--- src/fp16AddPkg.sv ---
package fp16AddPkg;

	// Binary16 field widths
	typedef logic [15:0] fp16Word;    // Sign, exponent, fraction
	typedef logic [4:0]  expField;    // Biased exponent
	typedef logic [9:0]  fracField;   // Stored fraction
	typedef logic [10:0] sigField;    // Fraction with hidden one

	// Datapath widths
	typedef logic [13:0] wideSig;     // Significand plus guard, round, sticky
	typedef logic [14:0] sumSig;      // Adder output with carry on top
	typedef logic [3:0]  shiftAmt;    // Alignment distance, saturates at 15

	// Result class carried down the pipe
	typedef logic [1:0] specialCode;

	localparam specialCode specNone = 2'd0;  // Ordinary finite arithmetic
	localparam specialCode specInf  = 2'd1;  // Signed infinity out
	localparam specialCode specNaN  = 2'd2;  // Quiet NaN out

	// All-ones exponent marks inf and NaN
	localparam expField expMax = 5'h1F;

	// Canonical quiet NaN
	localparam fp16Word qNaN = 16'h7E00;

	// Unpack and align stages
	// Smaller significand sits at the top of sigSmall before any shift
	typedef struct packed {
		logic       sign;      // Sign of larger operand
		expField    exp;       // Common exponent
		sigField    sigLarge;  // Larger significand
		wideSig     sigSmall;  // Smaller significand, shifted in place
		shiftAmt    shift;     // Shift still to do
		logic       effSub;    // Signs differ
		specialCode special;
	} alignBundle;

	// Adder to normalize stage
	typedef struct packed {
		logic       sign;      // Already fixed up for exact cancellation
		expField    exp;       // Common exponent, not yet adjusted
		sumSig      sum;
		specialCode special;
	} sumBundle;

endpackage

--- src/alignShiftStage.sv ---
`timescale 1ns/1ps

module alignShiftStage #(
	parameter int StageShift = 8  // Power of two, one bit of the shift field
) (
	input  logic                   aclk,
	input  logic                   rst,
	input  logic                   aclken,
	input  logic                   inValid,
	input  fp16AddPkg::alignBundle inBundle,
	output logic                   outValid,
	output fp16AddPkg::alignBundle outBundle
);

	localparam fp16AddPkg::shiftAmt StepBit  = fp16AddPkg::shiftAmt'(StageShift);
	localparam fp16AddPkg::wideSig  LostMask = fp16AddPkg::wideSig'((1 << StageShift) - 1);

	fp16AddPkg::alignBundle nextBundle;
	logic                   doShift;
	logic                   lostBits;

	assign doShift  = (inBundle.shift & StepBit) != '0;
	assign lostBits = (inBundle.sigSmall & LostMask) != '0;  // Includes old sticky

	always_comb begin
		nextBundle = inBundle;
		if (doShift) begin
			// Jam everything shifted out into bit 0
			nextBundle.sigSmall = (inBundle.sigSmall >> StageShift)
				| fp16AddPkg::wideSig'(lostBits);
			nextBundle.shift = inBundle.shift & ~StepBit;  // This step done
		end
	end

	always_ff @(posedge aclk) begin
		if (rst) begin
			outValid <= 1'b0;
		end else if (aclken) begin
			outValid <= inValid;
		end
	end

	always_ff @(posedge aclk) begin
		if (aclken) begin
			outBundle <= nextBundle;
		end
	end

endmodule

--- src/fp16AddTop.sv ---
`timescale 1ns/1ps

module fp16AddTop (
	input  logic                aclk,
	input  logic                rst,
	input  logic                aclken,   // Low freezes every stage
	input  logic                aValid,
	input  fp16AddPkg::fp16Word aData,
	input  logic                bValid,
	input  fp16AddPkg::fp16Word bData,
	output logic                resultValid,
	output fp16AddPkg::fp16Word resultData
);

	localparam int NumShift = 4;  // Steps of 8, 4, 2, 1

	logic                   issueValid;
	fp16AddPkg::alignBundle alignChain [0:NumShift];
	logic                   alignValid [0:NumShift];
	fp16AddPkg::sumBundle   sumStage;
	logic                   sumValid;

	// Both operands needed to issue
	assign issueValid = aValid & bValid;

	operandUnpack u_unpack (
		.aclk     (aclk),
		.rst      (rst),
		.aclken   (aclken),
		.inValid  (issueValid),
		.aData    (aData),
		.bData    (bData),
		.outValid (alignValid[0]),
		.align    (alignChain[0])
	);

	// Largest step first
	for (genvar i = 0; i < NumShift; i++) begin : g_shift
		alignShiftStage #(
			.StageShift (8 >> i)
		) u_shift (
			.aclk      (aclk),
			.rst       (rst),
			.aclken    (aclken),
			.inValid   (alignValid[i]),
			.inBundle  (alignChain[i]),
			.outValid  (alignValid[i+1]),
			.outBundle (alignChain[i+1])
		);
	end

	mantissaAdder u_adder (
		.aclk     (aclk),
		.rst      (rst),
		.aclken   (aclken),
		.inValid  (alignValid[NumShift]),
		.align    (alignChain[NumShift]),
		.outValid (sumValid),
		.sum      (sumStage)
	);

	normalizeRound u_round (
		.aclk        (aclk),
		.rst         (rst),
		.aclken      (aclken),
		.inValid     (sumValid),
		.sum         (sumStage),
		.resultValid (resultValid),
		.resultData  (resultData)
	);

endmodule

--- src/mantissaAdder.sv ---
`timescale 1ns/1ps

module mantissaAdder (
	input  logic                   aclk,
	input  logic                   rst,
	input  logic                   aclken,
	input  logic                   inValid,
	input  fp16AddPkg::alignBundle align,
	output logic                   outValid,
	output fp16AddPkg::sumBundle   sum
);

	fp16AddPkg::wideSig   largeExt;
	fp16AddPkg::sumSig    result;
	fp16AddPkg::sumBundle nextSum;
	logic                 cancelled;

	// Larger significand gets empty GRS positions
	assign largeExt = {align.sigLarge, 3'b000};

	// Larger magnitude first, so the difference stays non-negative
	assign result = align.effSub
		? ({1'b0, largeExt} - {1'b0, align.sigSmall})
		: ({1'b0, largeExt} + {1'b0, align.sigSmall});

	// Exact zero from opposite signs is +0
	assign cancelled = align.effSub && (result == '0);

	always_comb begin
		nextSum.sign    = cancelled ? 1'b0 : align.sign;
		nextSum.exp     = align.exp;
		nextSum.sum     = result;
		nextSum.special = align.special;
	end

	always_ff @(posedge aclk) begin
		if (rst) begin
			outValid <= 1'b0;
		end else if (aclken) begin
			outValid <= inValid;
		end
	end

	always_ff @(posedge aclk) begin
		if (aclken) begin
			sum <= nextSum;
		end
	end

endmodule

--- src/normalizeRound.sv ---
`timescale 1ns/1ps

module normalizeRound (
	input  logic                 aclk,
	input  logic                 rst,
	input  logic                 aclken,
	input  logic                 inValid,
	input  fp16AddPkg::sumBundle sum,
	output logic                 resultValid,
	output fp16AddPkg::fp16Word  resultData
);

	fp16AddPkg::wideSig   normSig;     // Leading one at bit 13
	fp16AddPkg::sigField  sigTrunc;
	fp16AddPkg::fracField fracOut;
	fp16AddPkg::fp16Word  nextWord;
	logic [3:0]           lead;        // Leading zeros in sum[13:0]
	logic [6:0]           expNorm;     // Bit 6 set means negative
	logic [6:0]           expRound;
	logic [11:0]          sigRound;    // Top bit is rounding carry out
	logic                 carry;
	logic                 guardBit, roundBit, stickyBit, roundUp;
	logic                 isZero, flush, overflow;

	assign carry = sum.sum[14];

	// Priority encoder, highest set bit wins
	always_comb begin
		lead = 4'd14;
		for (int i = 0; i < 14; i++) begin
			if (sum.sum[i]) begin
				lead = 4'(13 - i);
			end
		end
	end

	always_comb begin
		if (carry) begin
			// Drop one bit into sticky
			normSig = {sum.sum[14:2], sum.sum[1] | sum.sum[0]};
			expNorm = {2'b00, sum.exp} + 7'd1;
		end else begin
			normSig = sum.sum[13:0] << lead;  // Only exact results need big shifts
			expNorm = {2'b00, sum.exp} - {3'b000, lead};
		end
	end

	assign sigTrunc  = normSig[13:3];
	assign guardBit  = normSig[2];
	assign roundBit  = normSig[1];
	assign stickyBit = normSig[0];

	// Nearest, ties to even
	assign roundUp  = guardBit & (roundBit | stickyBit | sigTrunc[0]);
	assign sigRound = {1'b0, sigTrunc} + {11'd0, roundUp};
	assign fracOut  = sigRound[11] ? sigRound[10:1] : sigRound[9:0];
	assign expRound = expNorm + {6'd0, sigRound[11]};  // Renormalize on carry out

	assign isZero   = (sum.sum == '0);
	assign flush    = expNorm[6] || (expNorm == 7'd0);  // Below 2^-14 before rounding
	assign overflow = (expRound >= 7'd31);

	always_comb begin
		if (sum.special == fp16AddPkg::specNaN) begin
			nextWord = fp16AddPkg::qNaN;
		end else if (sum.special == fp16AddPkg::specInf) begin
			nextWord = {sum.sign, fp16AddPkg::expMax, 10'd0};
		end else if (isZero || flush) begin
			nextWord = {sum.sign, 15'd0};  // Sign already resolved upstream
		end else if (overflow) begin
			nextWord = {sum.sign, fp16AddPkg::expMax, 10'd0};
		end else begin
			nextWord = {sum.sign, expRound[4:0], fracOut};
		end
	end

	// Output register, holds while stalled
	always_ff @(posedge aclk) begin
		if (rst) begin
			resultValid <= 1'b0;
		end else if (aclken) begin
			resultValid <= inValid;
		end
	end

	always_ff @(posedge aclk) begin
		if (aclken) begin
			resultData <= nextWord;
		end
	end

endmodule

--- src/operandUnpack.sv ---
`timescale 1ns/1ps

module operandUnpack (
	input  logic                   aclk,
	input  logic                   rst,
	input  logic                   aclken,
	input  logic                   inValid,
	input  fp16AddPkg::fp16Word    aData,
	input  fp16AddPkg::fp16Word    bData,
	output logic                   outValid,
	output fp16AddPkg::alignBundle align
);

	fp16AddPkg::expField    aExp, bExp;
	fp16AddPkg::fracField   aFrac, bFrac;
	fp16AddPkg::sigField    aSig, bSig;
	fp16AddPkg::expField    expLarge, expSmall;
	fp16AddPkg::expField    expDiff;
	fp16AddPkg::alignBundle nextAlign;
	logic                   aNaN, bNaN, aInf, bInf, aZero, bZero;
	logic [14:0]            aMag, bMag;   // Magnitude keys for ordering
	logic                   bLarger;

	assign aExp  = aData[14:10];
	assign bExp  = bData[14:10];
	assign aFrac = aData[9:0];
	assign bFrac = bData[9:0];

	// Classify
	assign aNaN  = (aExp == fp16AddPkg::expMax) && (aFrac != '0);
	assign bNaN  = (bExp == fp16AddPkg::expMax) && (bFrac != '0);
	assign aInf  = (aExp == fp16AddPkg::expMax) && (aFrac == '0);
	assign bInf  = (bExp == fp16AddPkg::expMax) && (bFrac == '0);
	assign aZero = (aExp == '0);  // Subnormals flush to zero here
	assign bZero = (bExp == '0);

	// Flushed operands order as zero
	assign aMag = aZero ? 15'd0 : aData[14:0];
	assign bMag = bZero ? 15'd0 : bData[14:0];
	assign bLarger = (bMag > aMag);  // Ties keep A as larger

	// Hidden one only for normals
	assign aSig = aZero ? 11'd0 : {1'b1, aFrac};
	assign bSig = bZero ? 11'd0 : {1'b1, bFrac};

	assign expLarge = bLarger ? bExp : aExp;
	assign expSmall = bLarger ? aExp : bExp;
	assign expDiff  = expLarge - expSmall;  // Never negative after ordering

	always_comb begin
		nextAlign.sign     = bLarger ? bData[15] : aData[15];
		nextAlign.exp      = expLarge;
		nextAlign.sigLarge = bLarger ? bSig : aSig;
		nextAlign.sigSmall = {(bLarger ? aSig : bSig), 3'b000};  // GRS start empty
		nextAlign.shift    = (expDiff > 5'd15) ? 4'd15 : expDiff[3:0];  // 15 clears all
		nextAlign.effSub   = aData[15] ^ bData[15];

		// NaN wins, then inf minus inf, then any inf
		if (aNaN || bNaN) begin
			nextAlign.special = fp16AddPkg::specNaN;
		end else if (aInf && bInf && (aData[15] != bData[15])) begin
			nextAlign.special = fp16AddPkg::specNaN;
		end else if (aInf || bInf) begin
			nextAlign.special = fp16AddPkg::specInf;  // Inf always orders larger
		end else begin
			nextAlign.special = fp16AddPkg::specNone;
		end
	end

	// Valid bit
	always_ff @(posedge aclk) begin
		if (rst) begin
			outValid <= 1'b0;
		end else if (aclken) begin
			outValid <= inValid;
		end
	end

	always_ff @(posedge aclk) begin
		if (aclken) begin
			align <= nextAlign;
		end
	end

endmodule

--- config.mk ---
export PLATFORM = sky130hd
export DESIGN_NAME = fp16AddTop
export DESIGN_NICKNAME = d
export VERILOG_FILES = /design/src/fp16AddPkg.sv /design/src/alignShiftStage.sv /design/src/fp16AddTop.sv /design/src/mantissaAdder.sv /design/src/normalizeRound.sv /design/src/operandUnpack.sv
export SDC_FILE = /design/constraint.sdc
export NUM_CORES = 1
export LEC_CHECK = 0
export ABC_AREA = 1
export BUFFER_PORTS_ARGS = -buffer_cell sky130_fd_sc_hd__buf_2
export CORE_UTILIZATION = 60
export DETAILED_ROUTE_END_ITERATION = 8
export GPL_TIMING_DRIVEN = 0
export PLACE_DENSITY = 0.78
export SYNTH_ARGS = -nofsm -noshare
export SYNTH_HDL_FRONTEND = slang
export SYNTH_SLANG_ARGS = --single-unit
--- constraint.sdc ---
create_clock -name aclk -period 5.17 [get_ports aclk]
set_input_delay 0.517 -clock aclk [delete_from_list [all_inputs] [get_ports aclk]]
set_output_delay 0.517 -clock aclk [all_outputs]
set_load 0.01 [all_outputs]
==> results.ini <==
[status]
outcome = complete, but fails checks
violations = design-rule violations

[die]
die_h_um = 139.2
core_um2 = 18210
start_util_pct = 61.98
dieArea_um2 = 19360
io_pins = 54
die_w_um = 139.2
num_rows = 49

[power]
power_switching_mw = 1.340
p_leak_nw = 5.499
p_seq_share_pct = 47.3
p_comb_share_pct = 19.0
pwr_density_cell_nw_per_um2 = 383.8
intPower_mw = 3.510
swShare_pct = 27.62
max-vdd-ir-drop_mv = 0.2349
clockPowerShare_pct = 33.7

[clocking]
clk_path_buf_depth = 3
worstSkewPairLatency_ns = 0.50
htreeDepth = 1
clock-sinks = 223
postCtsHoldBufs = 0
post_cts_resized = 0
cts_tree = built
cts_setup_buffers = 0
cts.clk_slew.worst_paths_ns = 0.06
cts_made_buffers = 24
root_buffer = clkbuf_16

[min_path]
min_path_cells = 3
min-delay-start = bValid
min_to = u_unpack.outValid$_SDFFE_PP0P_
hold_class = input port to flop

[placed_design]
gp_congestion = 0.9461
dp_hpwl_um = 15700
portBuffers = 53

[logic_synthesis]
synth_ff_type = edfxtp_1
syn_nets = 1223
seq_area_frac_synth_pct = 58.71
synth_warnings = 0
ys_async_sr_fraction_pct = 0
synth_cell_type_count = 49
netlist_instances = 1134
synth_area_per_cell_um2 = 9.952
synth_edf_count = 216
ys_seq_elements = 223
syn-cell-area_um2 = 11290

[layout]
nets = 1303
diodes = 0
areaGrowthSynthToFinish_pct = 11.96
fill_cells = 1333
drive_above_1_share_pct = 10.49

[global_routing]
grt_most_used_layer = met2
met3_usage_pct = 3.349
grt_pass1_wl_um = 36340
first_global_vias = 7659
use_met1_pct = 29.45
antenna_found_initial = 0
met2_usage_pct = 41.36
globalRouteOverflowTotal = 0
grt_max_degree = 126
grt_usage_pct = 23.33

[worst_setup_path]
critPathBufInv = 3
path_class = flop to flop
ff2ff_setup_slack_ns = 0.62
cp_cell_sequence = nor2_1 > a21boi_1 > o31ai_2 > a21oi_4 > inv_2 > buf_4 > nand3_1 > nand2_1 > nand3_1 > nand2_1 > nand3_2 > nor2_4 > nand2_4 > clkinv_4 > ha_1 > ha_1 > nand3_1 > nand3b_1 > a21boi_2 > nand2_1 > nor4_4 > nand2_1 > a21oi_1
critPathMaxFanout = 10
max_stage_delay_ns = 0.48
rr_startpoint = u_adder.sum[4]$_DFFE_PP_
required_ns = 5.51
cp_top_family = simple AND/OR/NAND/NOR gates
cpMostUsedCell = nand2_1
critical-path-slowest-cell = edfxtp_1
r2r-end = u_round.resultData[2]$_SDFFCE_PP0P_
cp-end-kind = flop
r2r.worst_path.cells = 23
worst-endpoint-arrival_ns = 4.89
cp-start-kind = flop

[drt]
routed_via_density = 5.394
ant_nets = 0
wl_um = 21650
dr.pass1.iters = 7
wl_per_cell_um = 14.84
vias = 7870
drt_iter0_drc = 491
drc = 2

[sta]
rsz0062_at_grt = no
period_minus_slack_ns = 4.547
fin_hold_ws_ns = 0.2765
fin_skew_ns = 0.01216
slew_headroom_pct = 52.09
setup_violations = 0
slew_viol_final = 0
worstMarginPinSlew_ns = 0.7186
post-route-period-util_pct = 87.96
tns_ns = 0
timing.final.hold_violations = 0
fmax_ghz = 0.2199

[job]
drv_cap = 0

[cell usage after synthesis, drive strengths merged (10+ instances only)]
library cell,count,area share [%]
o22ai,11,0.61
o21ai,79,3.6
nand4,11,0.61
a21oi,55,2.6
ha,50,5.5
nand2,243,8.3
edfxtp,216,57
xor2,21,1.6
nor2,107,3.7
clkbuf,25,0.83
nand3,87,3.9
nor4,10,0.69
inv,158,5.3
[per-layer routing]
layer,vias up,share of wire (%)
met5,-,0
met4,0,2.6
met3,46,4.4
met2,192,50
met1,3613,43
li1,4019,-
[layout make-up]
type	count	area [um^2]	area share, %
sequential	223	6626	52.44
buffer	32	145.1	1.149
clock inverter	11	112.6	0.8912
tap	229	286.5	2.268
timing repair buffer	54	302.8	2.396
multi-input combinational	720	3913	30.96
clock buffer	31	648.1	5.129
inverter	159	601.8	4.763
[cells by family after synthesis]
| logic type | Yosys count | synth area share [%] |
|---|---|---|
| AO/OA/AOI/OAI | 165 | 8.304 |
| AND/OR/NAND/NOR | 474 | 18.13 |
| adder cells (fa/ha/maj) | 52 | 5.898 |
| flip-flops | 223 | 58.71 |
| buffers and inverters | 191 | 6.619 |
| XOR/XNOR | 25 | 1.940 |
| multiplexers | 4 | 0.3991 |
[worst max path at each step]
stage / start / endpoint / slack, ns / cells past startpoint
after global routing: u_adder.sum[3]$_DFFE_PP_ / u_round.resultData[5]$_SDFFCE_PP0P_ / 0.14 / 33
final: u_adder.sum[4]$_DFFE_PP_ / u_round.resultData[2]$_SDFFCE_PP0P_ / 0.62 / 23
after CTS: u_adder.sum[4]$_DFFE_PP_ / u_round.resultData[5]$_SDFFCE_PP0P_ / 0.66 / 23
after detailed placement: u_adder.sum[4]$_DFFE_PP_ / u_round.resultData[5]$_SDFFCE_PP0P_ / 0.71 / 23
after global placement: aclken / u_unpack.outValid$_SDFFE_PP0P_ / 0.05 / 4
after floorplan: u_adder.sum[5]$_DFFE_PP_ / u_round.resultData[5]$_SDFFCE_PP0P_ / 1.46 / 23
[registers in the layout, indices dropped and copies added (netlist names)]
name,cells
u_round.resultData,16
u_adder.sum,23
g_shift.u_shift.outValid,4
u_adder.outValid,1
g_shift.u_shift.outBundle,142
u_unpack.outValid,1
u_unpack.align,35
u_round.resultValid,1
[stage by stage]
stage                     power (mW)  setup slack [ns]  instances  area (um^2)  util, %
after CTS                      4.869            0.6619       1459        12640    69.39
after global routing           5.092            0.1441       1459        12640    69.39
after detailed placement       3.238            0.7138       1417        11880    65.22
after global placement         3.217           0.05164       1416        11840    65.01
final                          4.850            0.6226       1459        12640    69.39
after floorplan                2.960             1.458       1134        11290        -
[worst min-delay path: stages]
cell     delay (ns)
buf_2          0.08
a21oi_1        0.06
nor2_1         0.09
[power groups by stage]
stage	combinational [mW]	clock, mW	sequential (mW)
after floorplan	0.651	0	2.31
after global placement	0.888	0	2.33
after detailed placement	0.908	0	2.33
after CTS	0.915	1.66	2.30
after global routing	1.04	1.74	2.31
final	0.923	1.63	2.29
[layout by cell type (no fill, tap or decap), types with 2 or more instances in the layout]
cell type  count
nand2_1      237
edfxtp_1     216
inv_1        151
nor2_1       101
nand3_1       86
o21ai_0       71
buf_2         54
a21oi_1       53
ha_1          50
clkbuf_1      31
clkbuf_16     25
xor2_1        21
nand4_1       11
o22ai_1       11
nor4_1         9
nor3_1         8
inv_2          7
dfxtp_1        7
o21ai_1        6
nor2_2         5
o31ai_1        5
or2_2          4
mux2_2         4
xnor2_1        4
clkinv_1       4
a21o_1         3
nand3b_1       3
nand2_2        3
nand2_4        3
a21oi_4        2
buf_4          2
buf_6          2
o211ai_1       2
o21ai_2        2
fa_1           2
bufinv_16      2
clkinv_2       2
No activity file was read; power rests on OpenSTA's default activity.
